`config.mk`:
```
export PLATFORM = sky130hd
export DESIGN_NAME = cpu_tester
export DESIGN_NICKNAME = d
export VERILOG_FILES = /design/src/tester_pkg.sv /design/src/cpu_tester.sv /design/src/status_display.sv /design/src/result_checker.sv /design/src/program_server.sv
export SDC_FILE = /design/constraint.sdc
export NUM_CORES = 1
export LEC_CHECK = 0
export ABC_AREA = 1
export ABC_CLOCK_PERIOD_IN_PS = 3600
export BUFFER_PORTS_ARGS = -buffer_cell sky130_fd_sc_hd__buf_2
export CAP_MARGIN = 20
export CORE_ASPECT_RATIO = 1.2
export CORE_MARGIN = 8
export CORE_UTILIZATION = 40
export CTS_BUF_LIST = sky130_fd_sc_hd__clkbuf_2
export CTS_CLUSTER_SIZE = 40
export DETAILED_ROUTE_END_ITERATION = 8
export GPL_ROUTABILITY_DRIVEN = 0
export SLEW_MARGIN = 20
export SYNTH_ARGS = -nofsm -noshare
export SYNTH_HDL_FRONTEND = slang
export SYNTH_HIERARCHICAL = 1
export SYNTH_SLANG_ARGS = --single-unit
```
`constraint.sdc`:
```
create_clock -name clk -period 3.6 [get_ports clk]
set_input_delay 0.18 -clock clk [delete_from_list [all_inputs] [get_ports clk]]
set_output_delay 0.18 -clock clk [all_outputs]
set_load 0.03 [all_outputs]
```
`src/tester_programs.hex`:
```
// Each line holds 16 bytes. Per level: 2 lines of program (offsets 0..31),
// then 2 lines of expected dump bytes (indices 0..31). Levels 0, 1, 2 in order.
10 21 32 43 54 65 76 87 98 A9 BA CB DC ED FE 0F
1E 2D 3C 4B 5A 69 78 87 96 A5 B4 C3 D2 E1 F0 C0
00 11 22 33 44 55 66 77 88 99 AA BB CC DD EE FF
01 23 45 67 89 AB CD EF FE DC BA 98 76 54 32 10
A0 B1 C2 D3 E4 F5 06 17 28 39 4A 5B 6C 7D 8E 9F
3A 4B 5C 6D 7E 8F 90 A1 B2 C3 D4 E5 F6 07 18 C0
5A A5 3C C3 0F F0 69 96 12 34 56 78 9A BC DE F1
E7 7E D5 5D B3 3B 81 18 42 24 C6 6C A9 9A 17 71
F0 E1 D2 C3 B4 A5 96 87 78 69 5A 4B 3C 2D 1E 0F
47 58 69 7A 8B 9C AD BE CF D0 E1 F2 03 14 25 C0
13 57 9B DF 24 68 AC E0 35 79 BD F1 46 8A CE 02
8D 9E AF B0 C1 D2 E3 F4 05 16 27 38 49 5A 6B 7C

```
`src/tester_pkg.sv`:
```
package tester_pkg;

	localparam int word_w = 8;
	localparam int prog_words = 32;
	localparam int level_w = 2;
	localparam int level_count = 3;
	localparam int table_depth = 192;	// 3 levels of program + expected

	localparam logic [word_w-1:0] halt_word = 8'hC0;
	localparam logic [word_w-1:0] done_mark = 8'h22;
	localparam int run_limit = 100;
	localparam int dump_steps = 64;

	localparam logic [word_w-1:0] dump_arith_first = 8'hE0;
	localparam logic [word_w-1:0] dump_arith_rest = 8'hD1;
	localparam logic [word_w-1:0] dump_mem_first = 8'h50;
	localparam logic [word_w-1:0] dump_mem_rest = 8'h60;

	localparam int seg_w = 7;
	localparam int digit_count = 6;
	localparam int msg_len = 16;

	// Segment order is a..g from the top bit down
	localparam logic [0:9][seg_w-1:0] digit_glyphs = '{
		7'h7E, 7'h30, 7'h6D, 7'h79, 7'h33,
		7'h5B, 7'h5F, 7'h72, 7'h7F, 7'h7B
	};

	// Level digit goes into slot 6
	localparam logic [0:msg_len-1][seg_w-1:0] pass_msg = '{
		7'h0E, 7'h4F, 7'h1E, 7'h4F, 7'h0E, 7'h00, 7'h00, 7'h00,
		7'h67, 7'h77, 7'h5B, 7'h5B, 7'h4F, 7'h3D, 7'h08, 7'h00
	};

	// Level in slot 1, error count in slots 12 and 13
	localparam logic [0:msg_len-1][seg_w-1:0] fail_msg = '{
		7'h0E, 7'h00, 7'h00, 7'h47, 7'h77, 7'h06, 7'h0E, 7'h4F,
		7'h3D, 7'h08, 7'h08, 7'h4E, 7'h00, 7'h00, 7'h78, 7'h00
	};

	localparam int pass_level_slot = 6;
	localparam int fail_level_slot = 1;
	localparam int fail_tens_slot = 12;
	localparam int fail_units_slot = 13;

endpackage
```
`src/cpu_tester.sv`:
```
`timescale 1ns/1ps

module cpu_tester import tester_pkg::*;
#(
	parameter int scroll_ticks = 1 << 24
)
(
	input logic clk,
	input logic areset,
	input logic [level_w-1:0] level_sel,	// Sampled during reset
	input logic [word_w-1:0] imem_addr,
	input logic [word_w-1:0] tb_data,

	output logic [word_w-1:0] imem_data,
	output logic green_light,
	output logic orange_light,
	output logic red_light,
	output logic [seg_w-1:0] disp_0,
	output logic [seg_w-1:0] disp_1,
	output logic [seg_w-1:0] disp_2,
	output logic [seg_w-1:0] disp_3,
	output logic [seg_w-1:0] disp_4,
	output logic [seg_w-1:0] disp_5
);

	logic check_phase;
	logic [level_w-1:0] level;
	logic [word_w-1:0] expected;
	logic [word_w-1:0] dump_instr;
	logic [$clog2(prog_words)-1:0] dump_index;
	logic [word_w-1:0] err_count;

	program_server u_server (
		.clk(clk), .areset(areset), .level_sel(level_sel),
		.imem_addr(imem_addr), .tb_data(tb_data),
		.dump_instr(dump_instr), .dump_index(dump_index),
		.imem_data(imem_data), .check_phase(check_phase),
		.level(level), .expected(expected)
	);

	result_checker u_checker (
		.clk(clk), .areset(areset), .check_phase(check_phase),
		.tb_data(tb_data), .expected(expected),
		.dump_instr(dump_instr), .dump_index(dump_index), .err_count(err_count)
	);

	status_display #(.scroll_ticks(scroll_ticks)) u_display (
		.clk(clk), .areset(areset), .check_phase(check_phase),
		.level(level), .err_count(err_count),
		.green_light(green_light), .orange_light(orange_light), .red_light(red_light),
		.disp_0(disp_0), .disp_1(disp_1), .disp_2(disp_2),
		.disp_3(disp_3), .disp_4(disp_4), .disp_5(disp_5)
	);

endmodule

```
`src/status_display.sv`:
```
`timescale 1ns/1ps

module status_display import tester_pkg::*;
#(
	parameter int scroll_ticks = 1 << 24
)
(
	input logic clk,
	input logic areset,
	input logic check_phase,
	input logic [level_w-1:0] level,
	input logic [word_w-1:0] err_count,

	output logic green_light,
	output logic orange_light,
	output logic red_light,
	output logic [seg_w-1:0] disp_0,
	output logic [seg_w-1:0] disp_1,
	output logic [seg_w-1:0] disp_2,
	output logic [seg_w-1:0] disp_3,
	output logic [seg_w-1:0] disp_4,
	output logic [seg_w-1:0] disp_5
);

	logic [$clog2(scroll_ticks+1)-1:0] tick_cnt;
	logic [3:0] scroll_off;
	logic [3:0] wrap_mask;
	logic [3:0] err_tens;
	logic [3:0] err_units;
	logic [0:msg_len-1][seg_w-1:0] msg;
	logic [digit_count-1:0][seg_w-1:0] disp_q;

	function automatic logic [seg_w-1:0] seg_of(input logic [3:0] d);
		if (d <= 4'd9)
		begin
			seg_of = digit_glyphs[d];
		end
		else
		begin
			seg_of = '0;	// Blank
		end
	endfunction

	assign orange_light = ~check_phase;
	assign red_light = |err_count;
	assign green_light = ~(check_phase & red_light);

	assign err_tens = (err_count < 8'd10) ? 4'd0 :
			(err_count < 8'd20) ? 4'd1 :
			(err_count < 8'd30) ? 4'd2 : 4'd3;
	assign err_units = err_count[3:0] - err_tens * 4'd10;	// Mod 16 is enough

	always_comb
	begin
		if (err_count != '0)
		begin
			msg = fail_msg;
			msg[fail_level_slot] = seg_of(4'(level));
			msg[fail_tens_slot] = seg_of(err_tens);
			msg[fail_units_slot] = seg_of(err_units);
		end
		else
		begin
			msg = pass_msg;
			msg[pass_level_slot] = seg_of(4'(level));
		end
	end

	// Short message in run phase, full one after
	assign wrap_mask = check_phase ? 4'hF : 4'h7;

	always_ff @(posedge clk)
	begin
		if (areset)
		begin
			tick_cnt <= '0;
			scroll_off <= '0;
			disp_q <= '0;
		end
		else if (tick_cnt == $bits(tick_cnt)'(scroll_ticks))
		begin
			tick_cnt <= '0;
			scroll_off <= (scroll_off + 4'd1) & wrap_mask;
			for (int i = 0; i < digit_count; i++)
			begin
				disp_q[i] <= msg[(scroll_off + 4'(i)) & wrap_mask];
			end
		end
		else
		begin
			tick_cnt <= tick_cnt + 1'b1;
		end
	end

	assign disp_0 = disp_q[0];
	assign disp_1 = disp_q[1];
	assign disp_2 = disp_q[2];
	assign disp_3 = disp_q[3];
	assign disp_4 = disp_q[4];
	assign disp_5 = disp_q[5];

endmodule

```
`src/result_checker.sv`:
```
`timescale 1ns/1ps

module result_checker import tester_pkg::*;
(
	input logic clk,
	input logic areset,
	input logic check_phase,
	input logic [word_w-1:0] tb_data,
	input logic [word_w-1:0] expected,

	output logic [word_w-1:0] dump_instr,
	output logic [$clog2(prog_words)-1:0] dump_index,
	output logic [word_w-1:0] err_count
);

	logic [$clog2(dump_steps+1)-1:0] step;
	logic dump_done;
	logic first_pair;

	assign dump_done = (step == $bits(step)'(dump_steps));
	assign first_pair = (step < $bits(step)'(2));
	assign dump_index = step[$clog2(prog_words):1];	// One register per step pair

	always_comb
	begin
		if (dump_done)
		begin
			dump_instr = halt_word;
		end
		else if (step[0])
		begin
			dump_instr = first_pair ? dump_mem_first : dump_mem_rest;
		end
		else
		begin
			dump_instr = first_pair ? dump_arith_first : dump_arith_rest;
		end
	end

	always_ff @(posedge clk)
	begin
		if (areset)
		begin
			step <= '0;
			err_count <= '0;
		end
		else if (check_phase && !dump_done)
		begin
			step <= step + 1'b1;
			if (step[0] && tb_data != expected)
			begin
				err_count <= err_count + 1'b1;	// Dumped byte is on tb_data now
			end
		end
	end

endmodule

```
`src/program_server.sv`:
```
`timescale 1ns/1ps

module program_server import tester_pkg::*;
(
	input logic clk,
	input logic areset,
	input logic [level_w-1:0] level_sel,
	input logic [word_w-1:0] imem_addr,
	input logic [word_w-1:0] tb_data,
	input logic [word_w-1:0] dump_instr,
	input logic [$clog2(prog_words)-1:0] dump_index,

	output logic [word_w-1:0] imem_data,
	output logic check_phase,
	output logic [level_w-1:0] level,
	output logic [word_w-1:0] expected
);

	logic [word_w-1:0] prog_table [table_depth];
	logic [$clog2(run_limit+1)-1:0] run_cnt;
	logic [word_w-1:0] prog_word;
	logic [7:0] prog_idx;
	logic [7:0] exp_idx;

	// Each level owns 64 words: program first, expected bytes after
	initial
	begin
		$readmemh("/design/src/tester_programs.hex", prog_table);
	end

	always_ff @(posedge clk)
	begin
		if (areset)
		begin
			check_phase <= 1'b0;
			run_cnt <= '0;
			if (level_sel > level_w'(level_count - 1))
			begin
				level <= level_w'(level_count - 1);	// Clamp to last level
			end
			else
			begin
				level <= level_sel;
			end
		end
		else if (!check_phase)
		begin
			if (tb_data == done_mark || run_cnt == $bits(run_cnt)'(run_limit))
			begin
				check_phase <= 1'b1;
			end
			else
			begin
				run_cnt <= run_cnt + 1'b1;
			end
		end
	end

	assign prog_idx = {level, 1'b0, imem_addr[$clog2(prog_words)-1:0]};
	assign exp_idx = {level, 1'b1, dump_index};

	assign prog_word = prog_table[prog_idx];
	assign expected = prog_table[exp_idx];

	always_comb
	begin
		if (check_phase)
		begin
			imem_data = dump_instr;
		end
		else if (imem_addr < word_w'(prog_words))
		begin
			imem_data = prog_word;
		end
		else
		begin
			imem_data = halt_word;	// Fetch past program end
		end
	end

endmodule

```
==> results of run 1 <==
==> critical path, stage by stage, from the launching register on <==
cell      delay (ns)
dfxtp_1         0.60
nor2_2          0.08
nor2_1          0.19
nand3_1         0.15
nand2_1         0.13
inv_1           0.07
ha_1            0.17
inv_1           0.06
fa_1            0.48
nor2_1          0.13
inv_1           0.05
nand3_2         0.13
o211ai_1        0.16
a21oi_1         0.35
nand2_1         0.15
nand2_1         0.10
nand2_1         0.07
a21oi_1         0.11
==> layout make-up <==
cell class	instances	area [µm²]
fill	2008	10220
multi-input combinational	931	4559
sequential	96	1942
inverter	164	615.6
timing repair buffer	80	457.9
tap	224	280.3
clock buffer	10	50.05
clock inverter	6	48.80
antenna	1	2.502
==> state kept, by name, summed over array words and instances (netlist names) <==
name / count
u_display/disp_3: 7
u_display/disp_5: 7
u_display/disp_2: 7
u_server/level: 2
u_server/run_cnt: 7
u_display/scroll_off: 4
u_display/disp_0: 7
u_display/tick_cnt: 25
u_display/disp_1: 7
u_checker/err_count: 8
u_server/check_phase: 1
u_checker/step: 7
u_display/disp_4: 7
==> report_power, final <==
group,internal (µW),switching [µW]
combinational,32.0,63.2
sequential,1080,8.96
clock,104,424
==> metal layers <==
layer | routed length, µm | vias up
met5 | 0 | -
met3 | 1128 | 48
met4 | 782 | 0
li1 | - | 4035
met1 | 9679 | 3511
met2 | 9763 | 241
==> what timing repair did <==
item	CTS	global route
endpoints found under the hold margin	9	0
resized for setup	0	0
hold buffers	3	0
==> stage by stage <==
step	hold slack [ns]	std cells	power, µW	util, %
finish	0.07211	1512	1712	43.78
detailed placement	0.3919	1492	1199	43.05
global route	0.08890	1512	1798	43.78
global placement	0.3978	1492	1198	43.05
floorplan	0.2491	1252	1179	-
CTS	0.01436	1511	1739	43.76
==> cell usage in the layout, fill, tap and decap left out, types with 10 or more instances in the layout <==
cell	count
conb_1	12
nor3_1	13
nor2_2	11
buf_2	60
nand2_1	348
ha_1	28
inv_1	154
nor2_1	141
a21oi_1	106
dfxtp_1	94
nand3_1	75
clkbuf_2	10
o21ai_0	93
nand4_1	16
buf_4	17
==> how the worst max path moves through the flow <==
stage / from / end / slack [ns] / cells past startpoint
finish: u_checker/err_count[2]$_SDFFE_PP0P_ / u_display/disp_1[2]$_SDFFE_PP0P_ / 0.36 / 17
global route: u_checker/err_count[2]$_SDFFE_PP0P_ / u_display/disp_2[3]$_SDFFE_PP0P_ / 0.04 / 20
CTS: u_checker/err_count[2]$_SDFFE_PP0P_ / u_display/disp_1[2]$_SDFFE_PP0P_ / 0.39 / 17
detailed placement: u_checker/err_count[5]$_SDFFE_PP0P_ / u_display/disp_1[5]$_SDFFE_PP0P_ / 0.45 / 19
global placement: u_checker/err_count[5]$_SDFFE_PP0P_ / u_display/disp_1[5]$_SDFFE_PP0P_ / 0.51 / 19
floorplan: u_checker/err_count[2]$_SDFFE_PP0P_ / u_display/disp_2[3]$_SDFFE_PP0P_ / 0.99 / 20
==> results.ini, run 1 <==
[worst_hold_path]
min_to = u_server/run_cnt[5]$_SDFFE_PP0P_
hp-start = tb_data[5]
min_path_cells = 7
hp-class = input pin to flop

[clock_network]
clk_latency_ns = 0.65
cts_tree = built
htreeDepth = 3
clock_path_buffers = 2
cts_setup_buffers = 0
clock_tree.root_cell = clkbuf_2
path_clk_slew_ns = 0.29
cts_sinks = 96
numCtsBuffers = 9

[drt]
dr.first_iter.drc_count = 735
ant_nets = 0
vias = 7835
dr.pass1.iters = 8
drc_errors = 0
routed_wl_mm = 21.35
routedWlPerCell_um = 14.12
via_per_inst = 5.182

[global_routing]
grt.total_usage_pct = 18.32
met2_usage_pct = 30.54
grt_pass1_wl_mm = 34.51
antenna_found_initial = 1
use_met3_pct = 2.632
grt_busiest_layer = met2
grt_max_degree = 33
grt-ovfl-total = 0
use_met1_pct = 22.79
grt_pass1_vias = 7150

[layout]
stdcell_area_um2 = 7956
drive_gt1_share_pct = 10.33
syn_to_final_growth_pct = 7.725
final_nets = 1331

[worst_setup_path]
cp-start-kind = flop
cp.required_ns = 4.19
critPathMaxFanout = 9
ff2ff_setup_slack_ns = 0.36
crit_arrival_ns = 3.83
reg2reg_to = u_display/disp_1[2]$_SDFFE_PP0P_
r2r_cells = 17
end_kind = flop
worstSetupPathType = flop to flop
timing.rr.start = u_checker/err_count[2]$_SDFFE_PP0P_

[sta]
worstMarginPinSlew_ns = 0.7308
relSlewSlack_pct = 50.95
rsz0062_at_grt = false
fin_crit_sh_pct = 90.02
setup_viol_count_final = 0
worst_slack_ns = 0.3592
min_period_ns = 3.241
max_freq_mhz = 308.6
fin_worst_skew_ns = 0.04933
slew_viol_final = 0
hold_violations = 0
setup_tns_ns = 0

[die]
ios = 73
die_w_um = 140.0
coreArea_um2 = 18170
die_area_um2 = 23090
rows = 54
die_h_um = 164.9
start_util_pct = 40.64

[placed_design]
hpwl_mm = 16.14
io_buffers = 60
placedInstanceArea_um2 = 7825
dp_slack_ns = 0.4479

[power_and_ir_drop]
power.density_nw_per_um2 = 215.2
power.leakage_uw = 0.003907
ir_drop_mv = 0.1347

[synthesis]
yosysWarnings = 6
synth.cell_area_um2 = 7386
avgSynthCellArea_um2 = 5.942
synthCells = 1243

[outcome]
status = finished, final reports clean

[flow_run]
drv_cap = 0

Note: power is estimated with default switching activity, not from simulation.
==> inputs of run 2 (changes only) <==
CORE_UTILIZATION = 53   (was 40)
PLACE_DENSITY = 0.73   (was default)
==> run 2 against run 1 <==
Against the previous run:
- setup slack better by 0.069 ns
- clock skew down 0.011 ns
- largest power group unchanged
- cell count down 3.6%
- worst hold slack better by 0.016 ns
- highest routed layer unchanged
==> results.ini, run 2 (synthesis results as in run 1) <==
[die]
rows = 47
start_util_pct = 53.90
ios = 73
die_h_um = 145.3
die_area_um2 = 17980
die_w_um = 123.8
coreArea_um2 = 13700

[sta]
hold_slack_ns = 0.08768
relSlewSlack_pct = 50.73
worstMarginPinSlew_ns = 0.7341
rsz0062_at_grt = false
setup_viol_count_final = 0
fin_crit_sh_pct = 88.12
slew_viol_final = 0
setup_tns_ns = 0
max_freq_mhz = 315.2
min_period_ns = 3.172
fin_worst_skew_ns = 0.03869
worst_slack_ns = 0.4277
hold_violations = 0

[clock_network]
clock_tree.root_cell = clkbuf_2
path_clk_slew_ns = 0.29
cts_sinks = 96
htreeDepth = 3
cts_setup_buffers = 0
clk_latency_ns = 0.64
numCtsBuffers = 9
clock_path_buffers = 2
cts_tree = built
post_cts_resized = 0

[drt]
via_per_inst = 5.486
routedWlPerCell_um = 13.93
vias = 7998
drc_errors = 0
dr.pass1.iters = 6
routed_wl_mm = 20.31
dr.first_iter.drc_count = 809
ant_nets = 0

[layout]
nFillCells = 1414
final_nets = 1330
largest_register = u_display/tick_cnt
syn_to_final_growth_pct = 7.132
layout_commonest_cell = nand2_1
largest_reg_flops = 25
ff_latch_area_um2 = 1942
multi_input_area_um2 = 4559
top_regs = u_display/tick_cnt (25), u_checker/err_count (8)
drive_gt1_share_pct = 10.26
final_cell_mix = nand2_1, inv_1, nor2_1, a21oi_1, dfxtp_1

[power_and_ir_drop]
switchingPower_uw = 494.7
p_int_uw = 1290
power.leakage_uw = 0.003919
p_comb_share_pct = 5.3
ir_drop_mv = 0.1685
p_seq_share_pct = 61.0
p_clk_share_pct = 33.7
power.density_nw_per_um2 = 225.5
switching_share_pct = 27.72

[placed_design]
dp_slack_ns = 0.5376
hpwl_mm = 15.26
io_buffers = 60

[worst_hold_path]
hp-class = input pin to flop

[global_routing]
grt.total_usage_pct = 22.69
grt_max_degree = 31
grt_pass1_wl_mm = 33.55
grt-ovfl-total = 0
grt_pass1_vias = 7178
antenna_found_initial = 1

[worst_setup_path]
timing.rr.start = u_checker/err_count[5]$_SDFFE_PP0P_
cp-start-kind = flop
cp.required_ns = 4.17
worstSetupPathType = flop to flop
r2r_cells = 19
reg2reg_to = u_display/disp_1[5]$_SDFFE_PP0P_
ff2ff_setup_slack_ns = 0.43
crit_path_end = u_display/disp_1[5]$_SDFFE_PP0P_
critPathMaxFanout = 8
critPathLaunch = u_checker/err_count[5]$_SDFFE_PP0P_
crit_arrival_ns = 3.75
end_kind = flop

[outcome]
status = finished, final reports clean

[flow_run]
drv_cap = 0

-- run 2: changes by cell type in the layout (fill, tap and decap cells not counted) --
cell and delta:
inv_8 +2, buf_4 -1, bufinv_16 +1, clkbuf_2 -1, clkinv_2 +1, clkinv_4 -1, clkinvlp_4 -1, inv_4 -1
-- run 2: critical path, stage by stage, from the launching register on --
cell and delay (ns):
dfxtp_1 0.52, inv_1 0.06, nand2_1 0.12, nor2_1 0.08, nand2_1 0.15, nand2_1 0.11
inv_1 0.08, ha_1 0.13, inv_1 0.05, fa_1 0.38, xor2_1 0.17, inv_1 0.06
nand3_1 0.13, nand3_2 0.18, a21oi_1 0.25, nor2_1 0.11, o21ai_1 0.27, nand3_1 0.12
nand2_1 0.09, a21oi_1 0.06
-- run 2: metal layers --
layer	vias to the layer above	routed length (µm)	track usage, %
li1	4045	-	-
met1	3572	8917	29.62
met2	321	9108	35.57
met3	60	1568	3.494
met4	0	714	10.50
met5	-	0	0
-- run 2: through the flow --
step                      std cells  cell area, µm²  total power (µW)  utilization, %
after floorplan                1252            7420              1179               -
after global placement         1438            7751              1195           56.57
after detailed placement       1438            7751              1197           56.57
after CTS                      1457            7910              1810           57.73
after global routing           1458            7913              1860           57.75
final                          1458            7913              1785           57.75
-- run 2: layout make-up --
type	count	area share, %
Multi-Input combinational cell	931	57.62
Sequential cell	96	24.54
Inverter	164	7.780
Timing Repair Buffer	79	5.693
Tap cell	171	2.704
Clock inverter	7	1.059
Clock buffer	9	0.5693
Antenna cell	1	0.03163
-- run 2: power by group through the flow --
stage,clock network [µW],logic (µW),registers (µW)
5_1_grt,660,110,1090
2_1_floorplan,0,74.9,1100
3_5_place_dp,0,90.9,1110
4_1_cts,628,93.5,1090
3_3_place_gp,0,89.3,1110
6_report,602,94.6,1090
-- run 2: worst min path at each step --
stage	startpoint	endpoint	cells after the start
floorplan	areset	u_checker/step[5]$_SDFFE_PP0P_	1
global placement	level_sel[1]	u_server/level[1]$_SDFFCE_PN1P_	1
detailed placement	level_sel[1]	u_server/level[1]$_SDFFCE_PN1P_	1
CTS	tb_data[5]	u_server/run_cnt[5]$_SDFFE_PP0P_	7
global route	tb_data[5]	u_server/run_cnt[6]$_SDFFE_PP0P_	7
finish	tb_data[5]	u_server/run_cnt[3]$_SDFFE_PP0P_	7
-- run 2: repair_timing --
action,4_1_cts,5_1_grt
hold buffers,3,0
endpoints found under the hold margin,9,0
setup endpoints to repair,0,0
